===== src/hw/capture_macros.svh =====
`ifndef CAPTURE_MACROS_SVH
`define CAPTURE_MACROS_SVH

// adc sample and packed output word
`define CAP_SAMPLE_W      12
`define CAP_WORD_W        64

// sample fifo entries, a power of two
`define CAP_FIFO_DEPTH    1024

// capture settings
`define CAP_PRESAMPLE_W   10
`define CAP_COUNT_W       20
`define CAP_DOWNSAMPLE_W  8

// sticky status vector
`define CAP_ERR_W         5

`endif


===== src/hw/capture_pkg.sv =====
`include "capture_macros.svh"

package capture_pkg;

    typedef logic [`CAP_SAMPLE_W-1:0]     adc_sample_t;
    typedef logic [`CAP_WORD_W-1:0]       packed_word_t;
    typedef logic [`CAP_PRESAMPLE_W-1:0]  presample_t;
    typedef logic [`CAP_COUNT_W-1:0]      sample_count_t;
    typedef logic [`CAP_DOWNSAMPLE_W-1:0] downsample_t;
    typedef logic [`CAP_ERR_W-1:0]        err_stat_t;

    // capture sequencing
    typedef enum logic [2:0] {
        CAP_IDLE            = 3'd0,
        CAP_PRESAMP_FILLING = 3'd1,   // collecting the first P samples
        CAP_PRESAMP_FULL    = 3'd2,   // sliding window of P samples
        CAP_TRIGGERED       = 3'd3,
        CAP_DONE            = 3'd4
    } capture_state_e;

    // bit positions in err_stat_t
    localparam int ERR_FIFO_UNDERFLOW = 0;
    localparam int ERR_FIFO_OVERFLOW  = 1;
    localparam int ERR_PRESAMPLE      = 2;
    localparam int ERR_CLIP           = 3;
    localparam int ERR_DOWNSAMPLE     = 4;

endpackage


===== src/hw/word_packer.sv =====
`timescale 1ns/1ns

module word_packer (
    input  logic                      adc_sampleclk,
    input  logic                      reset,
    input  logic                      pack_en_i,
    input  capture_pkg::adc_sample_t  sample_i,
    input  logic                      sample_avail_i,
    input  logic                      word_ready_i,
    output logic                      pop_o,
    output capture_pkg::packed_word_t word_data_o,
    output logic                      word_valid_o,
    output logic                      clip_o
);
    import capture_pkg::*;

    localparam int SMP_W = $bits(adc_sample_t);

    // phase 0: 5 samples + 4 bits, phase 1: 8 bits + 4 samples + 8 bits,
    // phase 2: 4 bits + 5 samples
    logic [71:0]  shifter;
    logic [71:0]  shifter_next;
    logic [1:0]   phase;
    logic [2:0]   phase_cnt;
    logic         phase_last;
    logic         room;
    packed_word_t word_next;

    assign room         = !word_valid_o || word_ready_i;   // output register frees up
    assign pop_o        = pack_en_i && sample_avail_i && room;
    assign shifter_next = {shifter[71-SMP_W:0], sample_i};
    assign phase_last   = (phase == 2'd0) ? (phase_cnt == 3'd5) : (phase_cnt == 3'd4);

    assign clip_o = pop_o && ((sample_i == '1) || (sample_i == '0));

    always_comb begin
        case (phase)
            2'd0:    word_next = shifter_next[71:8];
            2'd1:    word_next = shifter_next[67:4];
            default: word_next = shifter_next[63:0];
        endcase
    end

    always_ff @(posedge adc_sampleclk) begin
        if (reset) begin
            phase        <= 2'd0;
            phase_cnt    <= 3'd0;
            word_valid_o <= 1'b0;
        end else begin
            if (word_valid_o && word_ready_i) begin
                word_valid_o <= 1'b0;
            end
            if (!pack_en_i) begin
                phase     <= 2'd0;   // drop any partial word
                phase_cnt <= 3'd0;
            end else if (pop_o) begin
                if (phase_last) begin
                    phase_cnt    <= 3'd0;
                    phase        <= (phase == 2'd2) ? 2'd0 : phase + 1'b1;
                    word_valid_o <= 1'b1;   // overrides the clear above
                end else begin
                    phase_cnt <= phase_cnt + 1'b1;
                end
            end
        end
    end

    always_ff @(posedge adc_sampleclk) begin
        if (pop_o) begin
            shifter <= shifter_next;
        end
        if (pop_o && phase_last) begin
            word_data_o <= word_next;
        end
    end

    a_word_hold: assert property (@(posedge adc_sampleclk) disable iff (reset)
        word_valid_o && !word_ready_i |=> word_valid_o && $stable(word_data_o))
        else $error("output word changed while stalled");

endmodule


===== config.mk =====
export PLATFORM = sky130hd
export DESIGN_NAME = word_packer
export DESIGN_NICKNAME = d
export VERILOG_FILES = /design/src/hw/capture_pkg.sv /design/src/hw/word_packer.sv
export VERILOG_INCLUDE_DIRS = /design/src /design/src/hw
export SDC_FILE = /design/constraint.sdc
export NUM_CORES = 1
export LEC_CHECK = 0
export ABC_AREA = 1
export CAP_MARGIN = 30
export CORE_MARGIN = 2
export CORE_UTILIZATION = 57
export DETAILED_ROUTE_END_ITERATION = 8
export DONT_BUFFER_PORTS = 1
export PLACE_DENSITY = 0.75
export SYNTH_ARGS = -nofsm -noshare
export SYNTH_HDL_FRONTEND = slang
export SYNTH_SLANG_ARGS = --single-unit

===== constraint.sdc =====
create_clock -name adc_sampleclk -period 2.66 [get_ports adc_sampleclk]
set_clock_uncertainty 0.2 [all_clocks]
set_input_delay 0.532 -clock adc_sampleclk [delete_from_list [all_inputs] [get_ports adc_sampleclk]]
set_output_delay 0.532 -clock adc_sampleclk [all_outputs]
set_load 0.01 [all_outputs]

Word-level counts from Yosys, hierarchy flattened
Index checks and enable logic that the tools add are counted.

word-level totals
  memories = 0
  bits in latches = 0
  bits in writable memories = 0
  input bits = 17
  ROM bits = 0
  logic and storage cells = 33
  output and inout port bits = 67
  register bits = 130

operators by class
  $lt $le $gt $ge = 0
  eq/ne operators = 5
  shifts and indexed selects = 0
  multipliers = 0
  multiplexer cells = 8
  $add $sub $neg = 2
  reduce and logical (&&, ||, !) cells = 12
  divide/modulo/power cells = 0
  bitwise logic cells = 1

operators by type and width
  cell                                                                   number
  64-bit one-hot mux with 2 select lines                                 1
  12-bit equality test, second input constant                            1
  12-bit logical NOT                                                     1
  3-bit equality test, second input constant                             2
  1-bit logical AND                                                      5
  1-bit 2-to-1 mux                                                       5
  3-bit by 1-bit adder with 3-bit output, second input constant          1
  3-bit 2-to-1 mux                                                       1
  2-bit by 1-bit adder with 2-bit output, second input constant          1
  2-bit by 1-bit equality test with 1-bit output, second input constant  1
  2-bit equality test, second input constant                             1
  2-bit logical NOT                                                      1
  1-bit logical OR                                                       2
  2-bit 2-to-1 mux                                                       1
  2-bit AND reduction                                                    1
  2-bit OR reduction                                                     1
  1-bit logical NOT                                                      1
  1-bit inverter                                                         1

Logic depth before layout (Yosys ltp)
Gate-level depths: netlist of run 1.

  depth after elaboration = 5
  mapped depth = 8
  mapped depth without buffers = 7

Least setup slack after synthesis of run 1
OpenSTA, ideal clock, no wires.

  path kind = input to output
  start point = input port word_ready_i
  end point = output port clip_o
  cell stages on the path = 4
  buffers on the path = 0
  data required time = 1.928 ns
  arrival time = 2.085 ns
  slack = -0.157 ns
  cell sequence = inv_1 > a21oi_4 > nand2_1 > nor2_1

on the way
  cells in the longest elaborated chain, start to end = 3

RTL lines
  what               RTL line           text
  start, declared    word_packer.sv:9   input logic word_ready_i,
  1-bit logical OR   word_packer.sv:29  assign room = !word_valid_o || word_ready_i;
  1-bit logical AND  word_packer.sv:30  assign pop_o = pack_en_i && sample_avail_i && room;
  named net pop_o    word_packer.sv:10  output logic pop_o,
  1-bit logical AND  word_packer.sv:34  assign clip_o = pop_o && ((sample_i == '1) || (sample_i == '0));
  end, declared      word_packer.sv:13  output logic clip_o

The timed path passes the listed nets, and every way through them passes these cells.

Worst setup path in the final report of run 1
  start point = register phase[0]
  end point = register word_valid_o

on the way
  cells in the longest elaborated chain, start to end = 5

RTL lines
  what                    RTL line           text
  start, declared         word_packer.sv:23  logic [1:0] phase;
  start signal, assigned  word_packer.sv:59  phase <= (phase == 2'd2) ? 2'd0 : phase + 1'b1;
  2-bit logical NOT       word_packer.sv:32  assign phase_last = (phase == 2'd0) ? (phase_cnt == 3'd5) : (phase_cnt == 3'd4);
  1-bit 2-to-1 mux        word_packer.sv:32
  1-bit 2-to-1 mux        word_packer.sv:57  if (phase_last) begin
  1-bit 2-to-1 mux        word_packer.sv:56  end else if (pop_o) begin
  1-bit 2-to-1 mux        word_packer.sv:53  if (!pack_en_i) begin
  end signal, assigned    word_packer.sv:48  word_valid_o <= 1'b0;
  end signal, assigned    word_packer.sv:51  word_valid_o <= 1'b0;
  end signal, assigned    word_packer.sv:60  word_valid_o <= 1'b1;
  end, declared           word_packer.sv:12  output logic word_valid_o,

No other way between the ends.
A chain may end at the register's enable or synchronous reset.

==> results of run 1 <==
## synthesized netlist by cell type, types with 2 or more instances
cell type	number	area, sq um
nand3_1	19	95.09
buf_2	10	50.05
a22oi_1	15	112.6
o21ai_0	11	55.05
xor2_1	2	17.52
inv_1	58	217.7
buf_6	10	112.6
nor2_1	16	60.06
nand4_1	2	12.51
nand2_1	56	210.2
o221ai_2	30	450.4
o221ai_1	15	131.4
o211ai_1	4	30.03
nor3_1	2	10.01
dfxtp_1	6	120.1
nand2_4	3	33.78
edfxtp_1	124	3724
o21ai_1	5	25.02
## layer usage
layer,vias to the layer above,share of wire,GRT usage
li1,1527,-,-
met4,0,0.014,0.07794
met5,-,0,0
met3,14,0.073,0.07322
met2,143,0.49,0.3338
met1,1613,0.42,0.2949
## worst paths after layout
path / cells past startpoint / startpoint / slack [ns] / endpoint
max: 6 / phase[0] / 0.36 / word_valid_o
max reg2reg: 6 / phase[0] / 0.36 / word_valid_o
min reg2reg: 0 / shifter[39] / 0.25 / shifter[51]
min: 2 / sample_i[11] / 0.02 / word_data_o[3]
## registers in the layout (all words and copies together), names as in the netlist
register	flops
word_valid_o	1
word_data_o	64
shifter	60
phase	2
phase_cnt	3
## power by group through the flow
stage | clock network [W] | logic (W) | registers [W]
6_report | 0.00231 | 0.000141 | 0.00231
5_1_grt | 0.00243 | 0.000158 | 0.00231
3_3_place_gp | 0 | 0.000120 | 0.00234
2_1_floorplan | 0 | 0.0000962 | 0.00234
4_1_cts | 0.00233 | 0.000141 | 0.00230
3_5_place_dp | 0 | 0.000124 | 0.00235
## timing repair
| action | 4_1_cts | 5_1_grt |
|---|---|---|
| resized for setup | 0 | 0 |
| endpoints found under the hold margin | 13 | 0 |
| hold buffers | 14 | 0 |
## cell type report
cell class	instances	area share
Clock buffer	17	0.06459
Clock inverter	15	0.02849
Inverter	59	0.03727
Multi-Input combinational cell	187	0.2100
Sequential cell	130	0.5994
Tap cell	133	0.02595
Timing Repair Buffer	23	0.03434
## through the flow
| step | utilization | setup slack [ns] | power (W) | hold WS [ns] | std cells |
|---|---|---|---|---|---|
| after detailed placement | 0.5888 | 0.6450 | 0.002471 | 0.2354 | 518 |
| after global placement | 0.5888 | 0.7211 | 0.002464 | 0.2297 | 518 |
| final | 0.6652 | 0.3638 | 0.004756 | 0.01845 | 564 |
| after global routing | 0.6652 | 0.2838 | 0.004897 | 0.01193 | 564 |
| after floorplan | - | -0.1316 | 0.002435 | 0.2264 | 398 |
| after CTS | 0.6652 | 0.3922 | 0.004775 | 0.009784 | 564 |
## cell families after synthesis
logic type | count (synthesis) | share of synthesized area
XOR/XNOR | 2 | 0.003145
buffers and inverters | 81 | 0.07186
AND/OR/NAND/NOR | 101 | 0.08309
flip-flops | 130 | 0.6899
adder cells (fa/ha/maj) | 1 | 0.002245
AO/OA/AOI/OAI | 83 | 0.1498
==> results.txt, run 1 <==
Global-route wire length before repair: 17.15 mm
Worst-margin pin slew: 0.6844 ns
Maximum achievable frequency: 435.5 MHz
Synth Net Count: 416
Critical path fanouts, max: 53
Ys flop type: edfxtp_1
Mean routed wirelength per cell: 19.08 um
Ys async rst share: 0
Vias: 3297
Crit path DAT: 2.50 ns
Internal: 0.003771 W
Core area: 0.009639 sq mm
FP Rows: 36
Port bufs: 0
Total Neg Setup Slack: 0 ns
Starting density of the core: 0.5780
Drt pass-1 iters: 6
Commonest non-fill, non-tap cell in the layout: edfxtp_1
Sequential fraction of the synthesis area: 0.6899
Psw: 0.0009852 W
VDD IR max: 0.4064 mV
NumNets Final: 436
Leading cell types in the layout, fill and taps excluded: edfxtp_1 (124), inv_1 (57), nand2_1 (55)
Hold Crit Class: primary input to flip-flop
Fillers: 687
Worst-Skew Late Latency: 0.52 ns
Max-slew violations: 0
Chip Width: 102.9 um
Inserted Diodes: 0
Multi-input gate area: 0.001346 sq mm
Detailed Place HPWL: 6.257 mm
CP peak stage delay: 0.55 ns
Leakage power: 2.353 nW
Largest net degree at the start of global routing: 55
RD Place Congestion: 0.8647
Max-Cap Viols: 0
Clock group share of total power: 0.486
Num CTS Buffers: 17
Initial DRC Count: 219
Combinational share of power: 0.030
Root buffer cell: clkbuf_8
Antenna-violating nets left: 0
CTS Buffer Depth: 2
Vias in the first global route: 3307
Fraction of layout cells with a size suffix above 1: 0.1926
WL final: 10.76 mm
I/O pin count: 84
Remaining global-route overflow: 0
Sw Ratio: 0.2071
Mapped Area: 0.005572 sq mm
Drt via density: 5.846
Final hold violation count: 0
Post-route design area: 0.006412 sq mm
Synth warnings: 0
Post-CTS Setup Inserts: 0
Mapped Avg Cell Area: 14.00 sq um
DRC viols: 0
Setup crit end kind: flip-flop
Final min period: 2.296 ns
Worst Setup Start Kind: flip-flop
All-Layer GR Usage: 0.2181
Final setup viols: 0
FF/Latch Area: 0.003844 sq mm
Outcome: finished clean
H-Tree Depth: 4
CP required: 2.86 ns
Period utilization: 0.8632
Rel. slew slack: 0.5433
Clock sink total: 130
Post-synth EDFFs: 124
Delay-heaviest family, CP: buffers and inverters
Synth unique cells: 28
CP Class: flip-flop to flip-flop
RSZ-0062 raised after global routing: no
Buffer and inverter count on the worst path: 2
Slowest stage cell, crit path: dlygate4sd3_1
DIE HEIGHT: 102.9 um
Mapped Cells: 398
Pwr per Cell Area: 741.7 mW/mm^2
Synth-to-Final Area Change: 15.09%
Antenna violations before repair: 0
Die ar.: 0.01058 sq mm
Crit-path cells: nor2_8, buf_4, a21oi_2, nand3_1, a21oi_1, dlygate4sd3_1
Seq pwr share: 0.485
CTS clk-pin slew, worst paths: 0.06 ns
CTS tree: built
Placed Area: 0.005675 sq mm
FF+latch count, synth: 130
Power figures use the tool's default switching activity.
==> run 2: changes to the inputs <==
--- a/config.mk
+++ b/config.mk
@@ -15,2 +15,3 @@
 export PLACE_DENSITY = 0.75
+export SKIP_CTS_REPAIR_TIMING = 1
 export SYNTH_ARGS = -nofsm -noshare
==> constraint.sdc (replaced) <==
create_clock -name adc_sampleclk -period 2.66 [get_ports adc_sampleclk]
set_clock_uncertainty 0.2 [all_clocks]
set_input_delay 0.399 -clock adc_sampleclk [delete_from_list [all_inputs] [get_ports adc_sampleclk]]
set_output_delay 0.399 -clock adc_sampleclk [all_outputs]
set_load 0.01 [all_outputs]
==> run 2 against run 1 <==
  * Final area up 0.70%
  * Sequential share of layout area down 0.42 points
  * Largest cell class unchanged
  * Clock power up 4%
  * Global-route usage down 0.24 points
  * Sequential power about the same
  * Final cell count up 0.53%
  * Non-clock buffer count up 3
  * Highest routed layer unchanged
  * Routed wire length up 0.82%
==> results.txt, run 2 (synthesis gave the netlist of run 1 again) <==
Met3 WL: 803 um
Detailed Place HPWL: 6.469 mm
Global-route wire length before repair: 16.89 mm
Die ar.: 0.01058 sq mm
Worst-margin pin slew: 0.6888 ns
Hold Crit Class: primary input to flip-flop
Inserted Diodes: 0
Final setup viols: 0
R2R Setup Slk: 0.28 ns
Remaining global-route overflow: 0
Drt via density: 5.889
Total Neg Setup Slack: 0 ns
Register with the most flip-flops: word_data_o
All-Layer GR Usage: 0.2157
CP required: 2.06 ns
Vias: 3339
CP Class: flip-flop to output pin
Max-Cap Viols: 0
Crit-path cells: a21oi_4, buf_4
Starting density of the core: 0.5780
DIE HEIGHT: 102.9 um
Chip Width: 102.9 um
Slowest stage cell, crit path: a21oi_4
Final min period: 2.383 ns
Antenna violations before repair: 0
Vias in the first global route: 3188
Crit path DAT: 1.78 ns
Antenna-violating nets left: 0
Commonest non-fill, non-tap cell in the layout: edfxtp_1
CP peak stage delay: 0.56 ns
Largest net degree at the start of global routing: 54
Max reg flops: 64
I/O pin count: 84
Port bufs: 0
Fillers: 672
Delay-heaviest family, CP: compound AO/OA/AOI/OAI gates
Core area: 0.009639 sq mm
CTS tree: built
Max Used Layer: met4
Num CTS Buffers: 17
Buffer and inverter count on the worst path: 1
Mean routed wirelength per cell: 19.13 um
Setup crit end kind: output pin
Critical path fanouts, max: 17
Initial DRC Count: 218
CTS Buffer Depth: 2
Worst Setup Start Kind: flip-flop
RSZ-0062 raised after global routing: no
NumNets Final: 439
Fraction of layout cells with a size suffix above 1: 0.1889
VDD IR max: 0.4699 mV
Leakage power: 2.383 nW
WHS: 0.01537 ns
Maximum achievable frequency: 419.6 MHz
Synth-to-Final Area Change: 15.90%
Routed wl met2: 5.143 mm
RD Place Congestion: 0.8864
Met1 Wirelength: 4.631 mm
Rel. slew slack: 0.5404
Outcome: finished clean
Max-slew violations: 0
Root buffer cell: clkbuf_8
FP Rows: 36
H-Tree Depth: 4
Pwr per Cell Area: 752.3 mW/mm^2
Period utilization: 0.8959
Clock sink total: 130
Leading cell types in the layout, fill and taps excluded: edfxtp_1 (124), inv_1 (58), nand2_1 (56)
Worst-Skew Late Latency: 0.52 ns
Final hold violation count: 0
Largest regs: word_data_o: 64 flops, shifter: 60 flops, phase_cnt: 3 flops
WL final: 10.85 mm
DRC viols: 0
Drt pass-1 iters: 5
CTS clk-pin slew, worst paths: 0.06 ns
run 2: changes by cell type in the layout (fill, tap and decap cells not counted), sizes merged:
cell / change
bufinv: +1
clkinvlp: -1
buf: +2
dlygate4sd3: +1
inv: -2
clkinv: +2
run 2: cell type report:
class,count,area (sq um),share of cell area
clock inverters,15,209.0,0.03236
inverters,59,226.5,0.03507
multi-input cells,187,1328,0.2056
well taps,133,166.4,0.02577
flip-flops and latches,130,3844,0.5952
repair buffers,26,270.3,0.04185
clock buffers,17,414.1,0.06413
run 2: through the flow:
step	utilization	cells	setup slack, ns	power [W]	instance area [sq um]
finish	0.6699	567	0.2768	0.004858	6457
global placement	0.5897	520	0.5551	0.002463	5684
CTS	0.6543	552	0.2335	0.004855	6307
floorplan	-	398	0.1089	0.002433	5572
detailed placement	0.5897	520	0.4575	0.002469	5684
global route	0.6699	567	0.1582	0.004992	6457
run 2: report_power, final:
part	switching, W	internal (W)	leakage [nW]
clock	0.000879	0.00153	0.294
combinational	0.0000882	0.0000574	0.902
sequential	0.0000257	0.00228	1.19
total	0.000993	0.00387	2.38
run 2: path summary, 6_finish.rpt:
kind,start,to,depth (start not counted)
max,word_valid_o,pop_o,2
min,sample_i[7],word_data_o[3],2
max reg2reg,phase[0],word_valid_o,6
min reg2reg,shifter[41],shifter[53],0
run 2: metal layers:
layer | up-vias | GRT usage
li1 | 1533 | -
met1 | 1613 | 0.2965
met2 | 168 | 0.3147
met3 | 25 | 0.07119
met4 | 0 | 0.09818
met5 | - | 0
==> run 3: changes to the inputs <==
GPL_TIMING_DRIVEN = 0   (was not set)
==> run 3 against run 2 <==
  * Maximum frequency is 5.6% lower
  * Clock-buffer cell count up 2
  * Worst setup slack got worse by 0.14 ns
  * Combinational power rose by 8%
  * First-iteration DRC count up 49%
  * Final area grew 2.2%
  * Via count increased by 5.2%
  * Die area unchanged
  * Critical path depth rose by 3
==> results.txt, run 3 (synthesis gave the netlist of run 1 again) <==
Max reg flops: 64
CP required: 2.06 ns
Drt pass-1 iters: 5
Met2 GRT Util: 0.3685
Detailed Place HPWL: 7.419 mm
CTS Buffer Depth: 2
Commonest non-fill, non-tap cell in the layout: edfxtp_1
Drt via density: 5.991
Setup crit end kind: output pin
Clock sink total: 130
Rel. slew slack: 0.4200
Starting density of the core: 0.5780
Final min period: 2.524 ns
Worst Setup Start Kind: flip-flop
H-Tree Depth: 4
Inserted Diodes: 0
Leading cell types in the layout, fill and taps excluded: edfxtp_1 (124), inv_1 (58), nand2_1 (56)
Worst flop-to-flop path startpoint: phase[0]
Worst setup margin: 0.1357 ns
NumNets Final: 458
Setup crit start: word_valid_o
Final hold violation count: 0
RSZ-0062 raised after global routing: no
Placed Area: 0.005806 sq mm
Post-route design area: 0.006603 sq mm
CTS clk-pin slew, worst paths: 0.06 ns
Fraction of layout cells with a size suffix above 1: 0.2141
Worst-margin pin slew: 0.8680 ns
Antenna violations before repair: 0
Crit path DAT: 1.93 ns
Worst slack, placed: 0.2541 ns
Worst-Skew Late Latency: 0.52 ns
Largest regs: word_data_o: 64 flops, shifter: 60 flops, phase_cnt: 3 flops
Root buffer cell: clkbuf_8
RD Place Congestion: 0.8365
Remaining global-route overflow: 0
Hold Crit Class: primary input to flip-flop
Max-Cap Viols: 0
Critical path fanouts, max: 26
Register with the most flip-flops: word_data_o
Core area: 0.009639 sq mm
Chip Width: 102.9 um
Vias in the first global route: 3311
Met1 GRT Util: 0.3135
Die ar.: 0.01058 sq mm
Vias: 3511
Antenna-violating nets left: 0
CP Class: flip-flop to output pin
Period utilization: 0.9490
Fin util: 0.6850
CTS tree: built
All-Layer GR Usage: 0.2409
WHS: 0.06883 ns
Max-slew violations: 0
Port bufs: 0
Num CTS Buffers: 17
Pwr per Cell Area: 731.1 mW/mm^2
Synth-to-Final Area Change: 18.50%
Leakage power: 2.460 nW
Maximum achievable frequency: 396.2 MHz
Initial DRC Count: 324
M3 GR Usage: 0.09356
Min-delay src: pack_en_i
WL final: 12.04 mm
Gr busiest metal: met2
FP Rows: 36
Placed Instances: 534
Final setup viols: 0
DRC viols: 0
Largest net degree at the start of global routing: 36
Mean routed wirelength per cell: 20.55 um
Final non-filler cell total: 586
VDD IR max: 0.4053 mV
Global-route wire length before repair: 18.35 mm
Outcome: finished clean
DIE HEIGHT: 102.9 um
I/O pin count: 84
-- run 3: metal layers --
metal,vias to the layer above,wire (um),share of wire
li1,1572,-,-
met1,1711,4778,0.40
met2,205,5910,0.49
met3,23,1144,0.095
met4,0,210,0.017
met5,-,0,0
-- run 3: critical path, stage by stage, from the launching register on --
cell and delay (ns):
dfxtp_1 0.41, a21oi_4 0.31, buf_12 0.24, buf_16 0.19
nand2_1 0.07, nor2_1 0.18
-- run 3: area by class of cell --
class	count	area, sq um
inverters	59	226.5
multi-input cells	188	1336
repair buffers	22	247.7
plain buffers	22	173.9
well taps	133	166.4
clock buffers	19	421.7
flip-flops and latches	130	3844
clock inverters	13	186.4
fillers	667	3037
-- run 3: power by group --
group | internal, W | switching [W] | total [W]
clock network | 0.00152 | 0.000845 | 0.00237
logic | 0.0000637 | 0.0000936 | 0.000157
registers | 0.00228 | 0.0000251 | 0.00230
total | 0.00386 | 0.000964 | 0.00483
-- run 3: worst paths after layout --
check,end,slack [ns],cells past startpoint
hold reg to reg,shifter[12],0.25,0
setup reg to reg,word_data_o[46],0.39,6
setup / recovery,clip_o,0.14,5
hold / removal,phase_cnt[1],0.07,3
-- run 3: per-stage QoR --
stage	total power, W	TNS [ns]
floorplan	0.002433	0
global placement	0.002460	-5.991
detailed placement	0.002471	0
CTS	0.004826	-0.2374
global route	0.004969	0
finish	0.004827	0
