`config.mk`:
```
export PLATFORM = sky130hd
export DESIGN_NAME = capture_status
export DESIGN_NICKNAME = d
export VERILOG_FILES = /design/src/hw/capture_pkg.sv /design/src/hw/capture_status.sv
export VERILOG_INCLUDE_DIRS = /design/src /design/src/hw
export SDC_FILE = /design/constraint.sdc
export NUM_CORES = 1
export LEC_CHECK = 0
export ABC_CLOCK_PERIOD_IN_PS = 1000
export BUFFER_PORTS_ARGS = -buffer_cell sky130_fd_sc_hd__buf_2
export CAP_MARGIN = 30
export CORE_AREA = 2 2 39 41
export DETAILED_ROUTE_END_ITERATION = 8
export DIE_AREA = 0 0 41 43
export SLEW_MARGIN = 10
export SYNTH_ARGS = -nofsm -noshare
export SYNTH_HDL_FRONTEND = slang
export SYNTH_SLANG_ARGS = --single-unit
```
`constraint.sdc`:
```
create_clock -name adc_sampleclk -period 1 [get_ports adc_sampleclk]
set_input_delay 0.05 -clock adc_sampleclk [delete_from_list [all_inputs] [get_ports adc_sampleclk]]
set_output_delay 0.05 -clock adc_sampleclk [all_outputs]
set_load 0.1 [all_outputs]
```
`src/hw/capture_macros.svh`:
```
`ifndef CAPTURE_MACROS_SVH
`define CAPTURE_MACROS_SVH

// adc sample and packed output word
`define CAP_SAMPLE_W      12
`define CAP_WORD_W        64

// sample fifo entries, a power of two
`define CAP_FIFO_DEPTH    1024

// capture settings
`define CAP_PRESAMPLE_W   10
`define CAP_COUNT_W       20
`define CAP_DOWNSAMPLE_W  8

// sticky status vector
`define CAP_ERR_W         5

`endif

```
`src/hw/capture_pkg.sv`:
```
`include "capture_macros.svh"

package capture_pkg;

    typedef logic [`CAP_SAMPLE_W-1:0]     adc_sample_t;
    typedef logic [`CAP_WORD_W-1:0]       packed_word_t;
    typedef logic [`CAP_PRESAMPLE_W-1:0]  presample_t;
    typedef logic [`CAP_COUNT_W-1:0]      sample_count_t;
    typedef logic [`CAP_DOWNSAMPLE_W-1:0] downsample_t;
    typedef logic [`CAP_ERR_W-1:0]        err_stat_t;

    // capture sequencing
    typedef enum logic [2:0] {
        CAP_IDLE            = 3'd0,
        CAP_PRESAMP_FILLING = 3'd1,   // collecting the first P samples
        CAP_PRESAMP_FULL    = 3'd2,   // sliding window of P samples
        CAP_TRIGGERED       = 3'd3,
        CAP_DONE            = 3'd4
    } capture_state_e;

    // bit positions in err_stat_t
    localparam int ERR_FIFO_UNDERFLOW = 0;
    localparam int ERR_FIFO_OVERFLOW  = 1;
    localparam int ERR_PRESAMPLE      = 2;
    localparam int ERR_CLIP           = 3;
    localparam int ERR_DOWNSAMPLE     = 4;

endpackage

```
`src/hw/capture_status.sv`:
```
`timescale 1ns/1ns

module capture_status (
    input  logic                   adc_sampleclk,
    input  logic                   reset,
    input  logic                   arm_i,
    input  logic                   clear_errors_i,
    input  logic                   no_clip_errors_i,
    input  logic                   overflow_i,
    input  logic                   underflow_i,
    input  logic                   presample_err_i,
    input  logic                   downsample_err_i,
    input  logic                   clip_i,
    output capture_pkg::err_stat_t error_stat_o,
    output logic                   error_flag_o
);
    import capture_pkg::*;

    logic      arm_r;
    logic      clear;
    err_stat_t events;
    err_stat_t keep_mask;

    always_comb begin
        events                     = '0;
        events[ERR_FIFO_UNDERFLOW] = underflow_i;
        events[ERR_FIFO_OVERFLOW]  = overflow_i;
        events[ERR_PRESAMPLE]      = presample_err_i;
        events[ERR_CLIP]           = clip_i;
        events[ERR_DOWNSAMPLE]     = downsample_err_i;
    end

    // clip reporting can be switched off, which also clears a set bit
    always_comb begin
        keep_mask           = '1;
        keep_mask[ERR_CLIP] = !no_clip_errors_i;
    end

    assign clear = (arm_i && !arm_r) || clear_errors_i;   // new arm starts clean

    always_ff @(posedge adc_sampleclk) begin
        if (reset) begin
            arm_r        <= 1'b0;
            error_stat_o <= '0;
            error_flag_o <= 1'b0;
        end else begin
            arm_r        <= arm_i;
            error_flag_o <= |error_stat_o;
            if (clear) begin
                error_stat_o <= '0;
            end else begin
                error_stat_o <= (error_stat_o | events) & keep_mask;   // sticky
            end
        end
    end

endmodule

```
### Word-level counts from Yosys, hierarchy flattened

Cells that the tools add are included.

| storage, ports and cells | value |
|---|---|
| register bits | 7 |
| bits in latches | 0 |
| memory bits (writable) | 0 |
| memory bits (read-only) | 0 |
| bits of input ports | 10 |
| output and inout port bits | 6 |
| word-level logic and storage cells | 11 |
| memories kept | 0 |

| cells by class | value |
|---|---|
| add/subtract/negate cells | 0 |
| multipliers | 0 |
| divide/modulo/power cells | 0 |
| $lt $le $gt $ge | 0 |
| equality and inequality tests | 0 |
| shift operators | 0 |
| multiplexer cells | 0 |
| bitwise gates (word level) | 2 |
| reduce and logical (&&, ||, !) cells | 6 |

Operators with widths:

| kind | number |
|---|---|
| $and A5 B5 Y5 | 1 |
| $or A5 B5 Y5 | 1 |
| $reduce_or A5 Y1 | 1 |
| $logic_not A1 Y1 | 2 |
| $reduce_or A2 Y1 | 1 |
| $logic_and A1 B1 Y1 | 1 |
| $logic_or A1 B1 Y1 | 1 |

### Longest topological paths before layout

Gate-level depths: netlist of run 1.

| depth | value |
|---|---|
| depth in word-level cells | 4 |
| depth in mapped cells | 2 |
| depth with buffers taken out | 2 |

### Worst setup path after synthesis of run 1

Ideal clock, no wire load.

| timing | value |
|---|---|
| kind | reg2reg |
| from | reg error_stat_o[3] |
| to | reg error_stat_o[3] |
| setup time | 92 ps |
| arrival | 1246 ps |
| data required time | 908 ps |
| setup slack | -338 ps |
| cell stages (with the launch flop) | 3 |
| buffers on the path | 0 |
| period minus slack after synthesis | 1338 ps |
| path through | dfxtp_1 > o21bai_1 > nor4_1 |

| between the ends | value |
|---|---|
| word-level cells in the longest chain between the ends | 2 |

Ends and longest elaborated chain:

| item | line | source |
|---|---|---|
| start, declared | capture_status.sv:14 | `output capture_pkg::err_stat_t error_stat_o,` |
| start signal, assigned | capture_status.sv:52 | `error_stat_o <= (error_stat_o \| events) & keep_mask;` |
| $or A5 B5 Y5 | capture_status.sv:52 |  |
| $and A5 B5 Y5 | capture_status.sv:52 |  |

No other way between the ends.
A chain may end at the register's enable or synchronous reset.

### Worst setup path in the final report of run 1

| timing | value |
|---|---|
| from | reg error_stat_o[4] |
| to | out error_stat_o[4] |

No word-level cell between the ends.

==> reports/results.tsv, run 1 <==
stage	metric	value	unit
critical_path	Critical Path Sink Type	output pin	
timing	RSZ-0062 raised after global routing	false	
worst_hold_path	HP Class	input pin to flop	
synthesis	Yosys top cell area share	61.5	%
die	core box area	0.00138	sq mm
routing	routed len/inst	9.14	um
clock_tree	CTS tree	built	
synthesis	syn_area_per_cell	10.4	sq um
worst_hold_path	Hold Startpoint	clear_errors_i	
place	dpl hpwl	416	um
clock_tree	H-tree Lvls	1	
synthesis	sequential share of the synthesized area	61.5	%
synthesis	dominant cells by area after synthesis	dfxtp_1, nor4_1, nor2_1	
power_and_ir_drop	peak supply drop	0.439	mV
synthesis	Syn Nets	32	
synthesis	YS warnings	0	
power_and_ir_drop	Lkg Pwr	0.189	nW
finish	layout cells sized above 1	58.5	%
clock_tree	CTS Root Cell	clkbuf_4	
timing	Tmin final	834	ps
clock_tree	Max Buffers Root-to-Sink	2	
critical_path	critical path peak fanout	3	
synthesis	Yosys top cell by area	dfxtp_1	
finish	synthesis-to-finish area growth	95.6	%
routing	final wirelength	521	um
global_routing	overall routing resource usage	6.93	%
die	Std-Cell Rows	14	
clock_tree	clk_lat worst skew	240	ps
timing	post-route setup slack	166	ps
global_routing	initial antenna violation count	0	
power_and_ir_drop	Power, Total	0.716	mW
critical_path	critical-path cell list	buf_12	
clock_tree	cts hold-fix bufs	0	
routing	DRT iter0 DRCs	1	
timing	setup TNS	0	ps
finish	register area	146	sq um
finish	multi-input combinational cell area	87.6	sq um
routing	vias per cell	3.91	
synthesis	Synth Cell Area	228	sq um
global_routing	total gr overflow	0	
die	area of the die	0.00176	sq mm
critical_path	worst setup path startpoint	error_stat_o[4]	
die	die width	41	um
routing	DRT Pass-1 Iters	2	
timing	Final Hold Fails	0	
die	initial core utilization	16.5	%
run	number of max-cap violations	0	
finish	Final nets	52	
finish	Util after Layout	32.2	%
die	die height	43	um
clock_tree	cts repair resizes	0	
routing	antenna-violating nets left	0	
timing	Least-Margin Pin Slew	212	ps
timing	Slew Limit Fails	0	
run_status	status	finished clean	
clock_tree	Setup Buffers After CTS	0	
synthesis	most numerous cell in the Yosys netlist	dfxtp_1	
finish	Fillers	146	
place	placer congestion estimate	0.642	
clock_tree	Inserted Clock Buffers	3	
clock_tree	clk sinks	7	
synthesis	Post-synth EDFFs	0	
global_routing	number of global-route vias before repair	229	
critical_path	Top delay family on crit path	flip-flops	
synthesis	commonest cells in the netlist	dfxtp_1, nor2_1, nor4_1	
critical_path	reg-to-reg critical path startpoint	arm_r	
timing	maximum clock rate	1.20	GHz
synthesis	Cell variety after synth	8	
finish	Layout Cells excl Fill	57	
power_and_ir_drop	Power Density	1610	mW/mm^2
global_routing	first-pass GRT wire length	807	um
clock_tree	clock transition at the registers of the reported paths	50	ps
place	Placed Cells	53	
synthesis	dominant synthesized flop cell	dfxtp_1	
synthesis	FFs w/ async S/R, synth	0	%
place	Port Buffers	15	
routing	via count	223	
finish	# diodes	0	
global_routing	largest net degree at the start of global routing	8	
critical_path	CP Class	flop to output pin	
critical_path	required time of the critical path	950	ps
place	pre-CTS setup slack	270	ps
critical_path	WP data arrival	780	ps
timing	Worst Skew	2.12	ps
critical_path	Max stage delay on crit path	360	ps
synthesis	Post-Syn Instances	22	
critical_path	type of origin of the critical path	flop	
synthesis	number of synthesized register bits	7	
routing	DR DRC count	0	
timing	Final Cycle Share	83.4	%
timing	Slew headroom	85.7	%
die	Ports	16	
timing	endpoints failing setup	0	
critical_path	WP buf/inv	1	
critical_path	critical path's slowest cell	dfxtp_2	
final cells by class:
cell class / count / area share [%]
clock buffers: 4 / 5.90
well taps: 16 / 4.49
flip-flops and latches: 7 / 32.9
repair buffers: 15 / 37.1
multi-input cells: 15 / 19.7
cells by family after synthesis:
group / Yosys count / synth area share, %
flip-flops: 7 / 61.5
AO/OA/AOI/OAI: 2 / 5.49
AND/OR/NAND/NOR: 13 / 33.0
power by group:
group | total (mW) | internal [mW] | switching, mW
combinational | 0.162 | 0.0637 | 0.0984
clock | 0.247 | 0.152 | 0.0954
sequential | 0.307 | 0.294 | 0.0130
total | 0.716 | 0.509 | 0.207
final timing paths:
kind | to | slack [ps] | depth (start not counted)
worst max-delay path | error_stat_o[4] | 170 | 1
worst min-delay path | error_stat_o[1] | 30 | 2
worst max register to register | error_stat_o[0] | 280 | 2
worst min register to register | error_stat_o[2] | 510 | 2
state kept, by name, indices dropped and copies added, names as in the netlist:
signal and count:
error_flag_o 1, arm_r 1, error_stat_o 5
placed cells by master, fill, tap and decap left out:
master	netlist	routed
nor3_1	1	1
o21bai_1	1	1
nor2b_4	1	1
dfxtp_1	7	2
buf_12	0	6
a21oi_1	1	1
dfxtp_2	0	5
clkbuf_1	0	1
clkbuf_4	0	3
nor2b_1	1	1
buf_2	0	9
nor2_1	5	5
nor4_1	5	5
through the flow:
stage | hold WS (ps) | instance area, sq um
after global routing | 25.6 | 445
after global placement | 280 | 419
after detailed placement | 283 | 419
final | 27.3 | 445
after floorplan | 119 | 234
after CTS | 23.5 | 445
metal layers:
layer  track usage [%]  vias to the layer above  wire (um)
li1                  -                      117          -
met2              10.6                        9        271
met5                 0                        -          0
met3              3.14                        0         54
met1              7.42                       97        196
met4              4.00                        0          0
No activity file was read; power rests on OpenSTA's default activity.
==> run 2, diff against run 1 <==
--- a/config.mk
+++ b/config.mk
@@ -6,7 +6,7 @@
 export SDC_FILE = /design/constraint.sdc
 export NUM_CORES = 1
 export LEC_CHECK = 0
-export ABC_CLOCK_PERIOD_IN_PS = 1000
+export ABC_CLOCK_PERIOD_IN_PS = 800
 export BUFFER_PORTS_ARGS = -buffer_cell sky130_fd_sc_hd__buf_2
 export CAP_MARGIN = 30
 export CORE_AREA = 2 2 39 41
==> constraint.sdc (replaced) <==
create_clock -name adc_sampleclk -period 0.8 [get_ports adc_sampleclk]
set_input_delay 0.04 -clock adc_sampleclk [delete_from_list [all_inputs] [get_ports adc_sampleclk]]
set_output_delay 0.04 -clock adc_sampleclk [all_outputs]
set_load 0.1 [all_outputs]
==> reports/results.tsv, run 2 (synthesis gave the netlist of run 1 again) <==
stage	metric	value	unit	change
finish	layout cells sized above 1	65.1	%	+6.6 points
die	die height	43	um	unchanged
place	placer congestion estimate	0.700		+8.9%
timing	Final Cycle Share	103	%	
critical_path	critical path's slowest cell	dfxtp_4		
global_routing	number of global-route vias before repair	230		+0.44%
die	core box area	0.00138	sq mm	unchanged
routing	antenna-violating nets left	0		unchanged
finish	# diodes	0		unchanged
clock_tree	clock transition at the registers of the reported paths	50	ps	about the same
critical_path	Top delay family on crit path	flip-flops		
power_and_ir_drop	Power Density	1870	mW/mm^2	+16%
run	number of max-cap violations	0		unchanged
finish	Layout Cells excl Fill	59		+3.5%
worst_hold_path	HP Class	input pin to flop		
routing	DRT Pass-1 Iters	1		-1
critical_path	type of origin of the critical path	flop		
timing	RSZ-0062 raised after global routing	true		
clock_tree	clk sinks	7		unchanged
timing	Least-Margin Pin Slew	218	ps	+5.26 ps
timing	Slew Limit Fails	0		unchanged
routing	final wirelength	564	um	+8.3%
finish	synthesis-to-finish area growth	112	%	
global_routing	largest net degree at the start of global routing	8		unchanged
clock_tree	Inserted Clock Buffers	3		unchanged
critical_path	CP Class	flop to output pin		
die	area of the die	0.00176	sq mm	unchanged
critical_path	WP buf/inv	1		unchanged
clock_tree	CTS tree	built		
clock_tree	H-tree Lvls	1		unchanged
critical_path	critical path peak fanout	3		unchanged
routing	vias per cell	4.27		+9.2%
finish	Final nets	54		+3.8%
global_routing	initial antenna violation count	0		unchanged
run_status	failing checks	setup timing		
critical_path	Critical Path Sink Type	output pin		
finish	most common cell after layout, fill and taps aside	buf_2		
finish	Largest Register	error_stat_o		
global_routing	first-pass GRT wire length	862	um	+6.8%
timing	Tmin final	828	ps	
routing	via count	252		+13%
clock_tree	CTS Root Cell	clkbuf_4		
finish	most frequent cells in the layout	buf_2, buf_12, nor4_1, nor2_1, dfxtp_4		
timing	maximum clock rate	1.21	GHz	
power_and_ir_drop	peak supply drop	0.759	mV	+73%
power_and_ir_drop	Lkg Pwr	0.202	nW	+7.1%
critical_path	Max stage delay on crit path	370	ps	about the same
critical_path	Reg2Reg Setup Slack	50	ps	-230 ps
die	die width	41	um	unchanged
die	Std-Cell Rows	14		unchanged
critical_path	critical-path cell list	buf_12		
timing	Slew headroom	85.4	%	-0.35 points
critical_path	required time of the critical path	760	ps	-190 ps
routing	DR DRC count	0		unchanged
global_routing	overall routing resource usage	7.84	%	+0.90 points
timing	endpoints failing setup	5		+5
run_status	status	finished, violations left		
place	Port Buffers	15		unchanged
global_routing	total gr overflow	0		unchanged
timing	Worst Skew	1.75	ps	-0.362 ps
finish	max reg flops	5		unchanged
timing	Final Hold Fails	0		unchanged
critical_path	WP data arrival	790	ps	about the same
die	initial core utilization	16.5	%	unchanged
place	Placed Cells	53		unchanged
place	DP Area	438	sq um	+4.5%
routing	DRT iter0 DRCs	0		-1
die	Ports	16		unchanged
timing	post-route setup slack	-27.9	ps	-194 ps
power_and_ir_drop	Power, Total	0.904	mW	+26%
timing	Fin Hold WS	23.3	ps	-4.01 ps
routing	routed len/inst	9.56	um	+4.6%
clock_tree	clk_lat worst skew	250	ps	about the same
clock_tree	Max Buffers Root-to-Sink	2		unchanged
finish	design area	483	sq um	+8.4%
finish	Largest regs	error_stat_o x5, arm_r x1, error_flag_o x1		
run 2: cell types whose count changed in the layout (fill, tap and decap cells not counted):
cell | previous run | this run
dfxtp_1 | 2 | 1
buf_4 | 0 | 1
nor3_1 | 1 | 0
dfxtp_2 | 5 | 1
dfxtp_4 | 0 | 5
buf_6 | 0 | 1
nor3_2 | 0 | 1
run 2: final timing paths:
path,start,to,depth (start not counted)
setup / recovery,error_stat_o[1],error_stat_o[1],1
hold / removal,clear_errors_i,error_stat_o[3],2
setup reg to reg,error_stat_o[2],error_flag_o,3
hold reg to reg,error_stat_o[1],error_stat_o[1],2
run 2: stage by stage:
step | utilization (%) | worst slack [ps] | TNS, ps
after floorplan | - | -56.4 | -112
after global placement | 31.6 | 91.9 | 0
after detailed placement | 31.6 | 75.4 | 0
after CTS | 34.6 | -38.4 | -138
after global routing | 34.9 | -57.4 | -260
final | 34.9 | -27.9 | -89.7
run 2: final cells by class:
| class | instances | area, sq um |
|---|---|---|
| repair buffers | 17 | 184 |
| flip-flops and latches | 7 | 160 |
| fillers | 142 | 901 |
| well taps | 16 | 20.0 |
| clock buffers | 4 | 26.3 |
| multi-input cells | 15 | 92.6 |
run 2: layer usage:
| layer | part of all wire (%) | GRT usage, % | up-vias |
|---|---|---|---|
| met2 | 49 | 10.3 | 12 |
| li1 | - | - | 122 |
| met5 | 0 | 0 | - |
| met1 | 41 | 8.71 | 118 |
| met3 | 9.9 | 7.85 | 0 |
| met4 | 0 | 2.00 | 0 |
run 2: power by group:
part,switching [mW],total [mW],internal (mW)
Sequential,0.0167,0.372,0.355
Clock,0.128,0.319,0.190
Combinational,0.127,0.213,0.0869
run 2: timing repair:
| item | in CTS | in global routing |
|---|---|---|
| hold buffers | 0 | 0 |
| buffers inserted | 2 | 0 |
| gates resized for setup | 0 | 1 |
| endpoints found under the setup margin | 6 | 8 |
==> run 3, diff against run 2 <==
--- a/config.mk
+++ b/config.mk
@@ -12,6 +12,7 @@
 export CORE_AREA = 2 2 39 41
 export DETAILED_ROUTE_END_ITERATION = 8
 export DIE_AREA = 0 0 41 43
+export SKIP_CTS_REPAIR_TIMING = 1
 export SLEW_MARGIN = 10
 export SYNTH_ARGS = -nofsm -noshare
 export SYNTH_HDL_FRONTEND = slang
==> reports/results.tsv, run 3 (synthesis gave the netlist of run 1 again) <==
stage	metric	value	unit	change
run_status	status	finished, violations left		
clock_tree	clock transition at the registers of the reported paths	50	ps	about the same
worst_hold_path	HP Class	input pin to flop		
timing	Worst Skew	2.43	ps	+0.671 ps
critical_path	Max stage delay on crit path	370	ps	about the same
clock_tree	H-tree Lvls	1		unchanged
clock_tree	clk sinks	7		unchanged
finish	layout cells sized above 1	64.3	%	-0.83 points
critical_path	Critical Path Sink Type	output pin		
routing	final wirelength	555	um	-1.6%
place	placer congestion estimate	0.700		unchanged
timing	Slew headroom	85.4	%	unchanged
routing	via count	246		-2.4%
power_and_ir_drop	Power Density	1910	mW/mm^2	+2.1%
finish	Util after Layout	34.1	%	-0.81 points
timing	setup TNS	-91.5	ps	-1.78 ps
global_routing	overall routing resource usage	7.74	%	-0.10 points
routing	antenna-violating nets left	0		unchanged
routing	DR DRC count	0		unchanged
power_and_ir_drop	Lkg Pwr	0.196	nW	-3.0%
critical_path	Top delay family on crit path	flip-flops		
routing	DRT iter0 DRCs	0		unchanged
place	Port Buffers	15		unchanged
timing	Slew Limit Fails	0		unchanged
timing	Tmin final	828	ps	+0.0665 ps
global_routing	GRT met1 Usage	8.71	%	unchanged
timing	endpoints failing setup	5		unchanged
finish	synthesis-to-finish area growth	107	%	
global_routing	largest net degree at the start of global routing	8		unchanged
routing	DRT Pass-1 Iters	1		unchanged
timing	RSZ-0062 raised after global routing	true		
clock_tree	Max Buffers Root-to-Sink	2		unchanged
finish	Final nets	53		-1.9%
finish	max reg flops	5		unchanged
power_and_ir_drop	peak supply drop	0.755	mV	-0.58%
critical_path	WP data arrival	790	ps	about the same
clock_tree	CTS Root Cell	clkbuf_4		
run_status	failing checks	setup timing		
critical_path	required time of the critical path	760	ps	about the same
die	Std-Cell Rows	14		unchanged
clock_tree	clk_lat worst skew	250	ps	about the same
die	area of the die	0.00176	sq mm	unchanged
die	initial core utilization	16.5	%	unchanged
timing	Final Hold Fails	0		unchanged
clock_tree	Inserted Clock Buffers	3		unchanged
finish	Largest Register	error_stat_o		
critical_path	critical-path cell list	buf_12		
timing	Final Cycle Share	104	%	about the same
finish	Largest regs	error_stat_o x5, arm_r x1, error_flag_o x1		
run	number of max-cap violations	0		unchanged
timing	maximum clock rate	1.21	GHz	about the same
global_routing	met2 GRT Util	10.0	%	-0.31 points
finish	most frequent cells in the layout	buf_2, buf_12, nor4_1, nor2_1, dfxtp_4		
timing	post-route setup slack	-28.0	ps	-0.0665 ps
routing	vias per cell	4.24		-0.70%
critical_path	WP buf/inv	1		unchanged
critical_path	critical path peak fanout	3		unchanged
finish	# diodes	0		unchanged
timing	Least-Margin Pin Slew	218	ps	-0.000477 ps
global_routing	gr busiest metal	met2		
critical_path	type of origin of the critical path	flop		
die	die height	43	um	unchanged
routing	routed len/inst	9.57	um	+0.10%
finish	most common cell after layout, fill and taps aside	buf_2		
global_routing	met3 Use GR	7.85	%	unchanged
critical_path	CP Class	flop to output pin		
global_routing	first-pass GRT wire length	855	um	-0.81%
die	core box area	0.00138	sq mm	unchanged
clock_tree	CTS tree	built		
finish	Fillers	145		+2.1%
global_routing	initial antenna violation count	0		unchanged
place	pre-CTS setup slack	75.4	ps	unchanged
die	Ports	16		unchanged
critical_path	critical path's slowest cell	dfxtp_4		
timing	Fin Hold WS	22.0	ps	-1.29 ps
global_routing	number of global-route vias before repair	223		-3.0%
die	die width	41	um	unchanged
global_routing	total gr overflow	0		unchanged
run 3: metrics by stage:
stage / area, sq um / power [mW] / instances
global route: 472 / 0.953 / 58
finish: 472 / 0.901 / 58
floorplan: 253 / 0.494 / 22
CTS: 464 / 0.913 / 57
global placement: 438 / 0.585 / 53
detailed placement: 438 / 0.587 / 53
run 3: final timing paths:
kind	startpoint	slack, ps	cells past startpoint	end
worst max-delay path	error_stat_o[1]	-30	1	error_stat_o[1]
worst min-delay path	clear_errors_i	20	2	error_stat_o[3]
worst max register to register	error_stat_o[2]	30	3	error_flag_o
worst min register to register	error_stat_o[1]	530	2	error_stat_o[1]
run 3: where the power goes:
part | internal (mW) | total [mW] | switching [mW] | leakage [nW]
Combinational | 0.0836 | 0.209 | 0.126 | 0.120
Sequential | 0.355 | 0.372 | 0.0167 | 0.0614
Clock | 0.190 | 0.320 | 0.130 | 0.0150
run 3: cell type report:
| cell class | instances | area [sq um] | area share (%) |
|---|---|---|---|
| repair buffers | 16 | 173 | 36.6 |
| clock buffers | 4 | 26.3 | 5.57 |
| flip-flops and latches | 7 | 160 | 34.0 |
| well taps | 16 | 20.0 | 4.24 |
| multi-input cells | 15 | 92.6 | 19.6 |
run 3: worst reg2reg max path, cell delays in order, from the launching register on:
cell	delay, ps
dfxtp_4	350
buf_4	130
nor3_2	100
a21oi_1	80
run 3: routing by layer:
metal | up-vias | wire length [um]
li1 | 121 | -
met1 | 113 | 229
met2 | 12 | 270
met3 | 0 | 56
met4 | 0 | 0
met5 | - | 0
